File: src/verilog/qpu_pkg.sv
// shared constants for the execution unit slice
// opcodes, condition codes, instruction field positions, event type

package qpu_pkg;

  parameter int XLEN      = 8;   // register width
  parameter int QUBIT_NUM = 8;   // one mask bit per qubit
  parameter int RF_NUM    = 8;   // registers per file
  parameter int RF_IDX_W  = 4;   // msb selects quantum file
  parameter int TIME_W    = 16;
  parameter int INSTR_W   = 24;
  parameter int CODE_W    = 4;   // quantum operation code

  // instruction fields
  parameter int OP_HI    = 23;
  parameter int OP_LO    = 20;
  parameter int RD_HI    = 19;
  parameter int RD_LO    = 16;
  parameter int RS_HI    = 15;
  parameter int RS_LO    = 12;
  parameter int COND_HI  = 11;
  parameter int COND_LO  = 10;
  parameter int IMM_HI   = 7;
  parameter int IMM_LO   = 0;

  typedef enum logic [3:0] {
    OP_NOP  = 4'h0,
    OP_LDI  = 4'h1,
    OP_QMOV = 4'h2,
    OP_WAIT = 4'h3,
    OP_QOP  = 4'h4,
    OP_FMR  = 4'h5
  } qpu_op_t;

  typedef enum logic [1:0] {
    COND_ALWAYS = 2'd0,
    COND_ONE    = 2'd1,
    COND_ZERO   = 2'd2,
    COND_SAME   = 2'd3   // two last results agree
  } qpu_cond_t;

  // timed quantum event, 30 bits
  typedef struct packed {
    logic [TIME_W-1:0]    timestamp;
    logic [QUBIT_NUM-1:0] mask;
    logic [CODE_W-1:0]    code;
    qpu_cond_t            cond;
  } qpu_event_t;

endpackage

File: src/verilog/qpu_regfile.sv
// classical and quantum register files
// time register
// two-slot measurement store per qubit with fast feedback flags

module qpu_regfile import qpu_pkg::*; (
  input  logic                 clk,
  input  logic                 rst_n,
  // read ports
  input  logic [RF_IDX_W-1:0]  rs1_idx,
  input  logic [RF_IDX_W-1:0]  rs2_idx,
  output logic [XLEN-1:0]      rs1_data,
  output logic [XLEN-1:0]      rs2_data,
  // classical writeback
  input  logic                 cwb_wen,
  input  logic [RF_IDX_W-1:0]  cwb_idx,
  input  logic [XLEN-1:0]      cwb_data,
  // quantum writeback
  input  logic                 qwb_wen,
  input  logic [RF_IDX_W-1:0]  qwb_idx,
  input  logic [XLEN-1:0]      qwb_data,
  // time register
  input  logic                 time_wen,
  input  logic [TIME_W-1:0]    time_data,
  output logic [TIME_W-1:0]    time_value,
  // measurement results
  input  logic                 meas_wen,
  input  logic [QUBIT_NUM-1:0] meas_data,
  input  logic [QUBIT_NUM-1:0] meas_list,
  input  logic                 fmr_en,
  output logic [QUBIT_NUM-1:0] fmr_data,
  output logic [QUBIT_NUM-1:0] meas_one,
  output logic [QUBIT_NUM-1:0] meas_zero,
  output logic [QUBIT_NUM-1:0] meas_equ
);

  localparam int SEL_W = RF_IDX_W - 1;   // register number inside a file

  logic [XLEN-1:0] crf [RF_NUM];
  logic [XLEN-1:0] qrf [RF_NUM];

  //////////////////////////////////////////////////
  // classical file

  for (genvar i = 0; i < RF_NUM; i++) begin : g_crf
    if (i == 0) begin : g_zero
      assign crf[i] = '0;   // x0 is constant zero
    end else begin : g_reg
      logic [XLEN-1:0] r;
      always_ff @(posedge clk) begin
        if (cwb_wen && (cwb_idx[SEL_W-1:0] == SEL_W'(i))) begin
          r <= cwb_data;
        end
      end
      assign crf[i] = r;
    end
  end

  //////////////////////////////////////////////////
  // quantum mask file

  for (genvar j = 0; j < RF_NUM; j++) begin : g_qrf
    if (j < QUBIT_NUM) begin : g_onehot
      assign qrf[j] = XLEN'(1) << j;   // fixed single-qubit mask
    end else begin : g_reg
      logic [XLEN-1:0] r;
      always_ff @(posedge clk) begin
        if (qwb_wen && (qwb_idx[SEL_W-1:0] == SEL_W'(j))) begin
          r <= qwb_data;
        end
      end
      assign qrf[j] = r;
    end
  end

  // msb of the index picks the quantum file
  assign rs1_data = rs1_idx[RF_IDX_W-1] ? qrf[rs1_idx[SEL_W-1:0]] : crf[rs1_idx[SEL_W-1:0]];
  assign rs2_data = rs2_idx[RF_IDX_W-1] ? qrf[rs2_idx[SEL_W-1:0]] : crf[rs2_idx[SEL_W-1:0]];

  //////////////////////////////////////////////////
  // time register

  always_ff @(posedge clk or negedge rst_n) begin
    if (!rst_n) begin
      time_value <= '0;
    end else if (time_wen) begin
      time_value <= time_data;
    end
  end

  //////////////////////////////////////////////////
  // measurement store

  logic [QUBIT_NUM-1:0] slot0;
  logic [QUBIT_NUM-1:0] slot1;
  logic [QUBIT_NUM-1:0] meas_ptr;   // slot that takes the next result
  logic [QUBIT_NUM-1:0] meas_we;
  logic [QUBIT_NUM-1:0] we0;
  logic [QUBIT_NUM-1:0] we1;
  logic [QUBIT_NUM-1:0] latest;

  assign meas_we = meas_list & {QUBIT_NUM{meas_wen}};
  assign we0     = meas_we & ~meas_ptr;
  assign we1     = meas_we & meas_ptr;

  always_ff @(posedge clk or negedge rst_n) begin
    if (!rst_n) begin
      slot0    <= '1;
      slot1    <= '1;
      meas_ptr <= '0;
    end else begin
      slot0    <= (slot0 & ~we0) | (meas_data & we0);
      slot1    <= (slot1 & ~we1) | (meas_data & we1);
      meas_ptr <= meas_ptr ^ meas_we;   // alternate per written qubit
    end
  end

  // newest slot is the one not pointed at
  assign latest = (meas_ptr & slot0) | (~meas_ptr & slot1);

  // feedback flags see a result written this cycle
  assign meas_one  = (meas_we & meas_data) | (~meas_we & latest);
  assign meas_zero = ~meas_one;
  assign meas_equ  = (meas_we & ~(meas_data ^ latest)) | (~meas_we & ~(slot0 ^ slot1));

  // fmr mask comes from the rs1 read port
  assign fmr_data = latest & rs1_data[QUBIT_NUM-1:0] & {QUBIT_NUM{fmr_en}};

endmodule

File: src/verilog/qpu_issue.sv
// issue stage: instruction decode and register writeback
// time register update, FMR readback
// credit-gated push of timed events toward the event queue

module qpu_issue import qpu_pkg::*; #(
  parameter int QUEUE_DEPTH = 4
) (
  input  logic                 clk,
  input  logic                 rst_n,
  // instruction input
  input  logic                 instr_valid,
  input  logic [INSTR_W-1:0]   instr,
  output logic                 instr_ready,
  // regfile reads
  output logic [RF_IDX_W-1:0]  rs1_idx,
  output logic [RF_IDX_W-1:0]  rs2_idx,
  input  logic [XLEN-1:0]      rs1_data,
  input  logic [XLEN-1:0]      rs2_data,
  // regfile writebacks
  output logic                 cwb_wen,
  output logic [RF_IDX_W-1:0]  cwb_idx,
  output logic [XLEN-1:0]      cwb_data,
  output logic                 qwb_wen,
  output logic [RF_IDX_W-1:0]  qwb_idx,
  output logic [XLEN-1:0]      qwb_data,
  output logic                 time_wen,
  output logic [TIME_W-1:0]    time_data,
  input  logic [TIME_W-1:0]    time_value,
  output logic                 fmr_en,
  input  logic [QUBIT_NUM-1:0] fmr_data,
  // event queue
  output logic                 evt_push,
  output qpu_event_t           evt_data,
  input  logic                 evt_credit
);

  localparam int CRD_W = $clog2(QUEUE_DEPTH + 1);

  qpu_op_t             op;
  logic [RF_IDX_W-1:0] rd;
  logic [RF_IDX_W-1:0] rs;
  logic [7:0]          imm;
  logic                is_qop;
  logic                accept;
  logic                take;
  logic [CRD_W-1:0]    credits;

  //////////////////////////////////////////////////
  // decode

  assign op  = qpu_op_t'(instr[OP_HI:OP_LO]);
  assign rd  = instr[RD_HI:RD_LO];
  assign rs  = instr[RS_HI:RS_LO];
  assign imm = instr[IMM_HI:IMM_LO];

  assign is_qop      = (op == OP_QOP);
  assign instr_ready = !(is_qop && (credits == '0));   // stall a QOP with no credit
  assign accept      = instr_valid && instr_ready;
  assign take        = accept && is_qop;

  assign rs1_idx = rs;                       // QOP and FMR mask source
  assign rs2_idx = {1'b0, rs[RF_IDX_W-2:0]}; // QMOV always reads classical

  assign cwb_wen  = accept && ((op == OP_LDI) || (op == OP_FMR));
  assign cwb_idx  = rd;
  assign cwb_data = (op == OP_FMR) ? XLEN'(fmr_data) : imm;

  assign qwb_wen  = accept && (op == OP_QMOV);
  assign qwb_idx  = rd;
  assign qwb_data = rs2_data;

  assign time_wen  = accept && (op == OP_WAIT);
  assign time_data = time_value + TIME_W'(imm);

  assign fmr_en = (op == OP_FMR);

  //////////////////////////////////////////////////
  // credits and event push

  // a credit is reserved at acceptance, so a push never runs ahead of it
  always_ff @(posedge clk or negedge rst_n) begin
    if (!rst_n) begin
      credits  <= CRD_W'(QUEUE_DEPTH);
      evt_push <= 1'b0;
    end else begin
      credits  <= credits - CRD_W'(take) + CRD_W'(evt_credit);
      evt_push <= take;
    end
  end

  always_ff @(posedge clk) begin
    if (take) begin
      evt_data.timestamp <= time_value;
      evt_data.mask      <= rs1_data[QUBIT_NUM-1:0];
      evt_data.code      <= imm[CODE_W-1:0];
      evt_data.cond      <= qpu_cond_t'(instr[COND_HI:COND_LO]);
    end
  end

endmodule

File: src/verilog/qpu_event_queue.sv
// circular FIFO of timed events
// returns a credit to the issue stage per entry that leaves
// forwards to the dispatcher against a single dispatcher credit

module qpu_event_queue import qpu_pkg::*; #(
  parameter int QUEUE_DEPTH = 4
) (
  input  logic       clk,
  input  logic       rst_n,
  input  logic       evt_push,
  input  qpu_event_t evt_data,
  output logic       evt_credit,
  output logic       fwd_valid,
  output qpu_event_t fwd_data,
  input  logic       fwd_credit
);

  localparam int PTR_W = (QUEUE_DEPTH > 1) ? $clog2(QUEUE_DEPTH) : 1;
  localparam int CNT_W = $clog2(QUEUE_DEPTH + 1);

  qpu_event_t       mem [QUEUE_DEPTH];
  logic [PTR_W-1:0] wr_ptr;
  logic [PTR_W-1:0] rd_ptr;
  logic [CNT_W-1:0] count;
  logic             dsp_credit;   // dispatcher slot is free

  function automatic logic [PTR_W-1:0] ptr_inc(input logic [PTR_W-1:0] p);
    ptr_inc = (p == PTR_W'(QUEUE_DEPTH - 1)) ? '0 : p + 1'b1;
  endfunction

  assign fwd_valid = (count != '0) && dsp_credit;
  assign fwd_data  = mem[rd_ptr];

  always_ff @(posedge clk) begin
    if (evt_push) begin
      mem[wr_ptr] <= evt_data;
    end
  end

  always_ff @(posedge clk or negedge rst_n) begin
    if (!rst_n) begin
      wr_ptr     <= '0;
      rd_ptr     <= '0;
      count      <= '0;
      dsp_credit <= 1'b1;
      evt_credit <= 1'b0;
    end else begin
      if (evt_push) begin
        wr_ptr <= ptr_inc(wr_ptr);
      end
      if (fwd_valid) begin
        rd_ptr <= ptr_inc(rd_ptr);
      end
      count      <= count + CNT_W'(evt_push) - CNT_W'(fwd_valid);
      evt_credit <= fwd_valid;   // one pulse per forwarded entry
      if (fwd_valid) begin
        dsp_credit <= 1'b0;
      end else if (fwd_credit) begin
        dsp_credit <= 1'b1;
      end
    end
  end

endmodule

File: src/verilog/qpu_event_dispatch.sv
// event dispatcher: free-running cycle timer and one-entry holding slot
// releases the held event once its timestamp is reached
// conditional events fire only if the measurement flags agree

module qpu_event_dispatch import qpu_pkg::*; (
  input  logic                 clk,
  input  logic                 rst_n,
  input  logic                 fwd_valid,
  input  qpu_event_t           fwd_data,
  output logic                 fwd_credit,
  input  logic [QUBIT_NUM-1:0] meas_one,
  input  logic [QUBIT_NUM-1:0] meas_zero,
  input  logic [QUBIT_NUM-1:0] meas_equ,
  // qubit port
  output logic                 qop_valid,
  output logic [QUBIT_NUM-1:0] qop_mask,
  output logic [CODE_W-1:0]    qop_code,
  output logic [TIME_W-1:0]    qop_time
);

  logic [TIME_W-1:0]    timer;
  logic                 slot_valid;
  qpu_event_t           slot_evt;
  logic                 release_evt;
  logic [QUBIT_NUM-1:0] cond_hit;
  logic                 fire_ok;

  //////////////////////////////////////////////////
  // condition check across the mask

  always_comb begin
    unique case (slot_evt.cond)
      COND_ONE:  cond_hit = meas_one;
      COND_ZERO: cond_hit = meas_zero;
      COND_SAME: cond_hit = meas_equ;
      default:   cond_hit = '1;   // unconditional
    endcase
  end

  // qubits outside the mask do not matter
  assign fire_ok     = &(cond_hit | ~slot_evt.mask);
  assign release_evt = slot_valid && (timer >= slot_evt.timestamp);

  //////////////////////////////////////////////////
  // timer, slot and qubit port

  always_ff @(posedge clk or negedge rst_n) begin
    if (!rst_n) begin
      timer      <= '0;
      slot_valid <= 1'b0;
      fwd_credit <= 1'b0;
      qop_valid  <= 1'b0;
    end else begin
      timer      <= timer + 1'b1;
      fwd_credit <= release_evt;   // slot frees on fire or drop
      qop_valid  <= release_evt && fire_ok;
      if (fwd_valid) begin
        slot_valid <= 1'b1;
      end else if (release_evt) begin
        slot_valid <= 1'b0;
      end
    end
  end

  always_ff @(posedge clk) begin
    if (fwd_valid) begin
      slot_evt <= fwd_data;
    end
    if (release_evt) begin
      qop_mask <= slot_evt.mask;
      qop_code <= slot_evt.code;
      qop_time <= slot_evt.timestamp;
    end
  end

endmodule

File: src/verilog/qpu_exu_top.sv
// execution unit slice top level
// issue stage, register file, event queue and dispatcher

module qpu_exu_top import qpu_pkg::*; #(
  parameter int QUEUE_DEPTH = 4
) (
  input  logic                 clk,
  input  logic                 rst_n,
  input  logic                 instr_valid,
  input  logic [INSTR_W-1:0]   instr,
  output logic                 instr_ready,
  input  logic                 meas_wen,
  input  logic [QUBIT_NUM-1:0] meas_data,
  input  logic [QUBIT_NUM-1:0] meas_list,
  output logic                 qop_valid,
  output logic [QUBIT_NUM-1:0] qop_mask,
  output logic [CODE_W-1:0]    qop_code,
  output logic [TIME_W-1:0]    qop_time
);

  // regfile side
  logic [RF_IDX_W-1:0]  rs1_idx;
  logic [RF_IDX_W-1:0]  rs2_idx;
  logic [XLEN-1:0]      rs1_data;
  logic [XLEN-1:0]      rs2_data;
  logic                 cwb_wen;
  logic [RF_IDX_W-1:0]  cwb_idx;
  logic [XLEN-1:0]      cwb_data;
  logic                 qwb_wen;
  logic [RF_IDX_W-1:0]  qwb_idx;
  logic [XLEN-1:0]      qwb_data;
  logic                 time_wen;
  logic [TIME_W-1:0]    time_data;
  logic [TIME_W-1:0]    time_value;
  logic                 fmr_en;
  logic [QUBIT_NUM-1:0] fmr_data;
  logic [QUBIT_NUM-1:0] meas_one;
  logic [QUBIT_NUM-1:0] meas_zero;
  logic [QUBIT_NUM-1:0] meas_equ;

  // event path
  logic                 evt_push;
  qpu_event_t           evt_data;
  logic                 evt_credit;
  logic                 fwd_valid;
  qpu_event_t           fwd_data;
  logic                 fwd_credit;

  qpu_issue #(
    .QUEUE_DEPTH (QUEUE_DEPTH)
  ) issue_inst (
    .clk         (clk),
    .rst_n       (rst_n),
    .instr_valid (instr_valid),
    .instr       (instr),
    .instr_ready (instr_ready),
    .rs1_idx     (rs1_idx),
    .rs2_idx     (rs2_idx),
    .rs1_data    (rs1_data),
    .rs2_data    (rs2_data),
    .cwb_wen     (cwb_wen),
    .cwb_idx     (cwb_idx),
    .cwb_data    (cwb_data),
    .qwb_wen     (qwb_wen),
    .qwb_idx     (qwb_idx),
    .qwb_data    (qwb_data),
    .time_wen    (time_wen),
    .time_data   (time_data),
    .time_value  (time_value),
    .fmr_en      (fmr_en),
    .fmr_data    (fmr_data),
    .evt_push    (evt_push),
    .evt_data    (evt_data),
    .evt_credit  (evt_credit)
  );

  qpu_regfile regfile_inst (
    .clk        (clk),
    .rst_n      (rst_n),
    .rs1_idx    (rs1_idx),
    .rs2_idx    (rs2_idx),
    .rs1_data   (rs1_data),
    .rs2_data   (rs2_data),
    .cwb_wen    (cwb_wen),
    .cwb_idx    (cwb_idx),
    .cwb_data   (cwb_data),
    .qwb_wen    (qwb_wen),
    .qwb_idx    (qwb_idx),
    .qwb_data   (qwb_data),
    .time_wen   (time_wen),
    .time_data  (time_data),
    .time_value (time_value),
    .meas_wen   (meas_wen),
    .meas_data  (meas_data),
    .meas_list  (meas_list),
    .fmr_en     (fmr_en),
    .fmr_data   (fmr_data),
    .meas_one   (meas_one),
    .meas_zero  (meas_zero),
    .meas_equ   (meas_equ)
  );

  qpu_event_queue #(
    .QUEUE_DEPTH (QUEUE_DEPTH)
  ) queue_inst (
    .clk        (clk),
    .rst_n      (rst_n),
    .evt_push   (evt_push),
    .evt_data   (evt_data),
    .evt_credit (evt_credit),
    .fwd_valid  (fwd_valid),
    .fwd_data   (fwd_data),
    .fwd_credit (fwd_credit)
  );

  qpu_event_dispatch dispatch_inst (
    .clk        (clk),
    .rst_n      (rst_n),
    .fwd_valid  (fwd_valid),
    .fwd_data   (fwd_data),
    .fwd_credit (fwd_credit),
    .meas_one   (meas_one),
    .meas_zero  (meas_zero),
    .meas_equ   (meas_equ),
    .qop_valid  (qop_valid),
    .qop_mask   (qop_mask),
    .qop_code   (qop_code),
    .qop_time   (qop_time)
  );

endmodule

File: config.mk
export PLATFORM = sky130hd
export DESIGN_NAME = qpu_exu_top
export DESIGN_NICKNAME = d
export VERILOG_FILES = /design/src/verilog/qpu_pkg.sv /design/src/verilog/qpu_regfile.sv /design/src/verilog/qpu_issue.sv /design/src/verilog/qpu_event_queue.sv /design/src/verilog/qpu_event_dispatch.sv /design/src/verilog/qpu_exu_top.sv
export SDC_FILE = /design/constraint.sdc
export NUM_CORES = 1
export LEC_CHECK = 0
export ABC_AREA = 1
export BUFFER_PORTS_ARGS = -buffer_cell sky130_fd_sc_hd__buf_2
export CAP_MARGIN = 20
export CORE_UTILIZATION = 56
export CTS_CLUSTER_DIAMETER = 50
export DETAILED_ROUTE_END_ITERATION = 6
export PLACE_DENSITY = 0.84
export SLEW_MARGIN = 20
export SYNTH_ARGS = -nofsm -noshare
export SYNTH_HDL_FRONTEND = slang
export SYNTH_HIERARCHICAL = 1
export SYNTH_SLANG_ARGS = --single-unit
File: constraint.sdc
create_clock -name clk -period 2.4 [get_ports clk]
set_input_delay 0 -clock clk [delete_from_list [all_inputs] [get_ports clk]]
set_output_delay 0 -clock clk [all_outputs]
set_load 0.01 [all_outputs]
==> impl_table.tex <==
\begin{tabular}{lr}
\hline
Metric & Value \\
\hline
\multicolumn{2}{l}{\textbf{Clocking}} \\
\quad H-Tree Level Count & 2 \\
\quad CTS tree & yes \\
\quad CTS clock-pin slew for the worst setup and hold paths & 0.07 ns \\
\quad Cell at the root of the clock tree & sky130\_fd\_sc\_hd\_\_clkbuf\_16 \\
\quad CTS max path bufs & 3 \\
\quad Number of buffers created by CTS & 37 \\
\quad Clock latency at the later pin of the worst-skew pair & 0.51 ns \\
\quad Number of sinks driven by the clock tree & 336 \\
\multicolumn{2}{l}{\textbf{Logic synthesis}} \\
\quad Mapped Nets & 1449 \\
\quad Mean Syn Cell Area & 11.3 um\^{}2 \\
\quad Post-synth design cell area & 0.0152 mm\^{}2 \\
\quad Yosys warning count & 6 \\
\quad Post-Syn Instances & 1352 \\
\multicolumn{2}{l}{\textbf{Detailed routing}} \\
\quad Routed Wire Length & 30.4 mm \\
\quad Max layer used & met4 \\
\quad Pre-antenna DRT Iters & 6 \\
\quad Final antenna-violating net count & 0 \\
\quad First DRT Iteration DRCs & 841 \\
\quad Routed WL per cell & 16.5 um \\
\quad Via density & 5.42 \\
\quad Number of remaining DRC errors & 0 \\
\quad Met2 wire length & 15.3 mm \\
\quad Total routed wire length on the met1 layer & 12.6 mm \\
\quad Detailed-route via count & 9943 \\
\quad Total met3 wirelength after detailed routing & 1.73 mm \\
\multicolumn{2}{l}{\textbf{Power}} \\
\quad Share of power burned in the clock network & 38.1\% \\
\quad Power Dens Cells & 849 mW/mm\^{}2 \\
\quad Net switching share of the total power & 26.0\% \\
\quad Net switching power & 3.85 mW \\
\quad Seq pwr share & 48.0\% \\
\quad Worst-case vdd ir drop & 485 uV \\
\quad Share of total power in combinational logic & 13.8\% \\
\quad Overall power & 14.8 mW \\
\quad Internal power consumption & 10.9 mW \\
\quad Reported leakage power & 7.40 nW \\
\multicolumn{2}{l}{\textbf{Setup path}} \\
\quad Crit Path Max Fanout & 21 \\
\quad Critical path startpoint category & flip-flop \\
\quad Type of destination of the critical path & flip-flop \\
\quad WS Path Type & flip-flop to flip-flop \\
\quad Critical path cell sequence & ha\_1, a21oi\_1, o21ai\_0, a21oi\_1, nand2\_1, nand2\_1, inv\_1, buf\_12 \\
\quad Data arrival at the endpoint of the critical path & 2.30 ns \\
\quad Critical path's slowest cell & sky130\_fd\_sc\_hd\_\_dfrtp\_1 \\
\quad Critical Path RT & 2.61 ns \\
\quad Buffering stage count on the worst path with inverters included & 2 \\
\quad Maximum single-stage delay on the critical path & 0.43 ns \\
\quad CP delay by family, top & compound AO/OA/AOI/OAI gates \\
\multicolumn{2}{l}{\textbf{STA}} \\
\quad Max-slew violation count & 0 \\
\quad Setup repair after global routing missed its margin & no \\
\quad Final Hold Viols & 0 \\
\quad Worst clock skew on the final layout & 0.0142 ns \\
\quad Headroom to the max-slew limit & 43.7\% \\
\quad Transition time of the tightest slew-check pin & 0.836 ns \\
\quad Post-route setup TNS & 0 ns \\
\quad Time the final worst path needs with I/O delays and setup & 2.09 ns \\
\quad Maximum clock rate & 480 MHz \\
\quad Setup Viol. Count Final & 0 \\
\quad Post-route fraction of the period consumed by the critical path & 86.9\% \\
\multicolumn{2}{l}{\textbf{Placement}} \\
\quad DP Area & 0.0159 mm\^{}2 \\
\quad Port buffer count & 70 \\
\quad Global placement routability congestion & 0.866 \\
\quad DP Wirelength & 19.6 mm \\
\multicolumn{2}{l}{\textbf{GRT}} \\
\quad Pin count of the biggest net entering global routing & 61 \\
\quad Combined global-route utilization of all metal layers & 22.4\% \\
\quad Number of global-route vias before repair & 9930 \\
\quad First-pass GRT wire length & 49.4 mm \\
\quad Number of antenna violations at the first check in global routing & 0 \\
\quad Residual overflow from global routing & 0 \\
\multicolumn{2}{l}{\textbf{Layout}} \\
\quad Post-synthesis to final-layout area growth & 14.5\% \\
\quad Fraction of final layout cells sized beyond drive strength 1 & 16.1\% \\
\quad Sequential Area & 0.00976 mm\^{}2 \\
\quad Number of diodes added for antenna fixing & 0 \\
\quad Fill count & 1821 \\
\quad Nets & 1568 \\
\quad Combined area of the multi-input logic cells & 0.00440 mm\^{}2 \\
\quad Share of the core filled with cells in the final layout & 66.1\% \\
\quad Final instance area & 0.0174 mm\^{}2 \\
\multicolumn{2}{l}{\textbf{Floorplan}} \\
\quad Effective utilization at floorplan & 57.8\% \\
\quad Number of cell rows & 59 \\
\quad Die width & 167 um \\
\quad Core footprint & 0.0264 mm\^{}2 \\
\quad Total Die Area & 0.0278 mm\^{}2 \\
\quad Die boundary height & 167 um \\
\quad Io pins & 74 \\
\multicolumn{2}{l}{\textbf{Status}} \\
\quad Outcome & finished, final reports clean \\
\multicolumn{2}{l}{\textbf{Run}} \\
\quad Max Cap Viol & 0 \\
\multicolumn{2}{l}{\textbf{Hold path}} \\
\quad Worst min path class & primary input to flip-flop \\
\hline
\end{tabular}
==> path summary, 6_finish.rpt <==
check                                          start                               end  slack [ns]  cells past startpoint
min in group asynchronous                      rst_n             issue_inst/credits[0]        0.09                      2
hold reg to reg            dispatch_inst/slot_evt[5]         dispatch_inst/qop_code[3]        0.43                      0
hold / removal                              instr[7]  regfile_inst/g_crf[7].g_reg.r[7]        0.02                      3
max in group asynchronous                      rst_n        asynchronous set/reset pin        1.68                      3
setup / recovery              dispatch_inst/timer[9]         dispatch_inst/qop_code[1]        0.31                      8
setup reg to reg              dispatch_inst/timer[9]         dispatch_inst/qop_code[1]        0.31                      8
==> worst reg2reg max path, cell delays in order (launching register included) <==
cell and delay, ns:
sky130_fd_sc_hd__dfrtp_1 0.43, sky130_fd_sc_hd__ha_1 0.37, sky130_fd_sc_hd__a21oi_1 0.10, sky130_fd_sc_hd__o21ai_0 0.25
sky130_fd_sc_hd__a21oi_1 0.12, sky130_fd_sc_hd__nand2_1 0.12, sky130_fd_sc_hd__nand2_1 0.08, sky130_fd_sc_hd__inv_1 0.12
sky130_fd_sc_hd__buf_12 0.19
==> repair_timing <==
action	in CTS	in global routing
hold buffers	28	0
hold endpoints to repair	108	0
resized for setup	0	0
setup buffers	0	0
==> cells in the final DEF, fill, tap and decap left out, types with 16 or more instances in the layout <==
cell type                       count
sky130_fd_sc_hd__buf_4             18
sky130_fd_sc_hd__buf_2             69
sky130_fd_sc_hd__edfxtp_1         264
sky130_fd_sc_hd__inv_1            198
sky130_fd_sc_hd__dfrtp_1           53
sky130_fd_sc_hd__ha_1              49
sky130_fd_sc_hd__nor2_1            64
sky130_fd_sc_hd__nand3_1           64
sky130_fd_sc_hd__mux2_2            16
sky130_fd_sc_hd__o211ai_1          63
sky130_fd_sc_hd__clkbuf_16         39
sky130_fd_sc_hd__dlygate4sd3_1     28
sky130_fd_sc_hd__a21oi_1           18
sky130_fd_sc_hd__nand2_1          349
sky130_fd_sc_hd__dfstp_2           18
sky130_fd_sc_hd__o21ai_0           43
==> registers in the layout, indices dropped and copies added (netlist names), 2 cells and up, named ones only <==
register	flops
queue_inst/rd_ptr	2
issue_inst/credits	3
queue_inst/wr_ptr	2
issue_inst/evt_data	30
dispatch_inst/timer	16
regfile_inst/meas_ptr	8
queue_inst/count	3
dispatch_inst/qop_mask	8
regfile_inst/g_crf.g_reg.r	56
dispatch_inst/slot_evt	30
queue_inst/mem	120
regfile_inst/time_value	16
dispatch_inst/qop_code	4
dispatch_inst/qop_time	16
==> metrics by stage <==
| stage | cells | worst slack, ns | hold slack (ns) |
|---|---|---|---|
| CTS | 1835 | 0.264 | 0.0183 |
| finish | 1835 | 0.315 | 0.0185 |
| floorplan | 1352 | -0.0323 | -0.296 |
| global placement | 1739 | 0.421 | 0.104 |
| global route | 1835 | 0.170 | 0.0372 |
| detailed placement | 1739 | 0.358 | 0.0994 |
==> layout make-up <==
class / count / share of cell area (%)
clock inverter: 17 / 1.06
sequential: 336 / 56.0
tap: 335 / 2.40
multi-input combinational: 768 / 25.2
timing repair buffer: 119 / 4.82
inverter: 209 / 4.55
clock buffer: 51 / 5.97
==> power groups by stage <==
stage / Combinational, mW / Sequential (mW) / Clock, mW
floorplan: 1.47 / 7.10 / 0
global placement: 1.82 / 7.16 / 0
detailed placement: 1.93 / 7.19 / 0
CTS: 2.00 / 7.09 / 5.73
global route: 2.31 / 7.16 / 5.95
finish: 2.05 / 7.11 / 5.64
==> layer usage <==
metal / vias to the layer above / GRT usage (%)
li1: 4760 / -
met1: 4785 / 28.7
met2: 335 / 39.0
met3: 63 / 3.56
met4: 0 / 7.41
met5: - / 0
(Power assumes the default switching activity.)
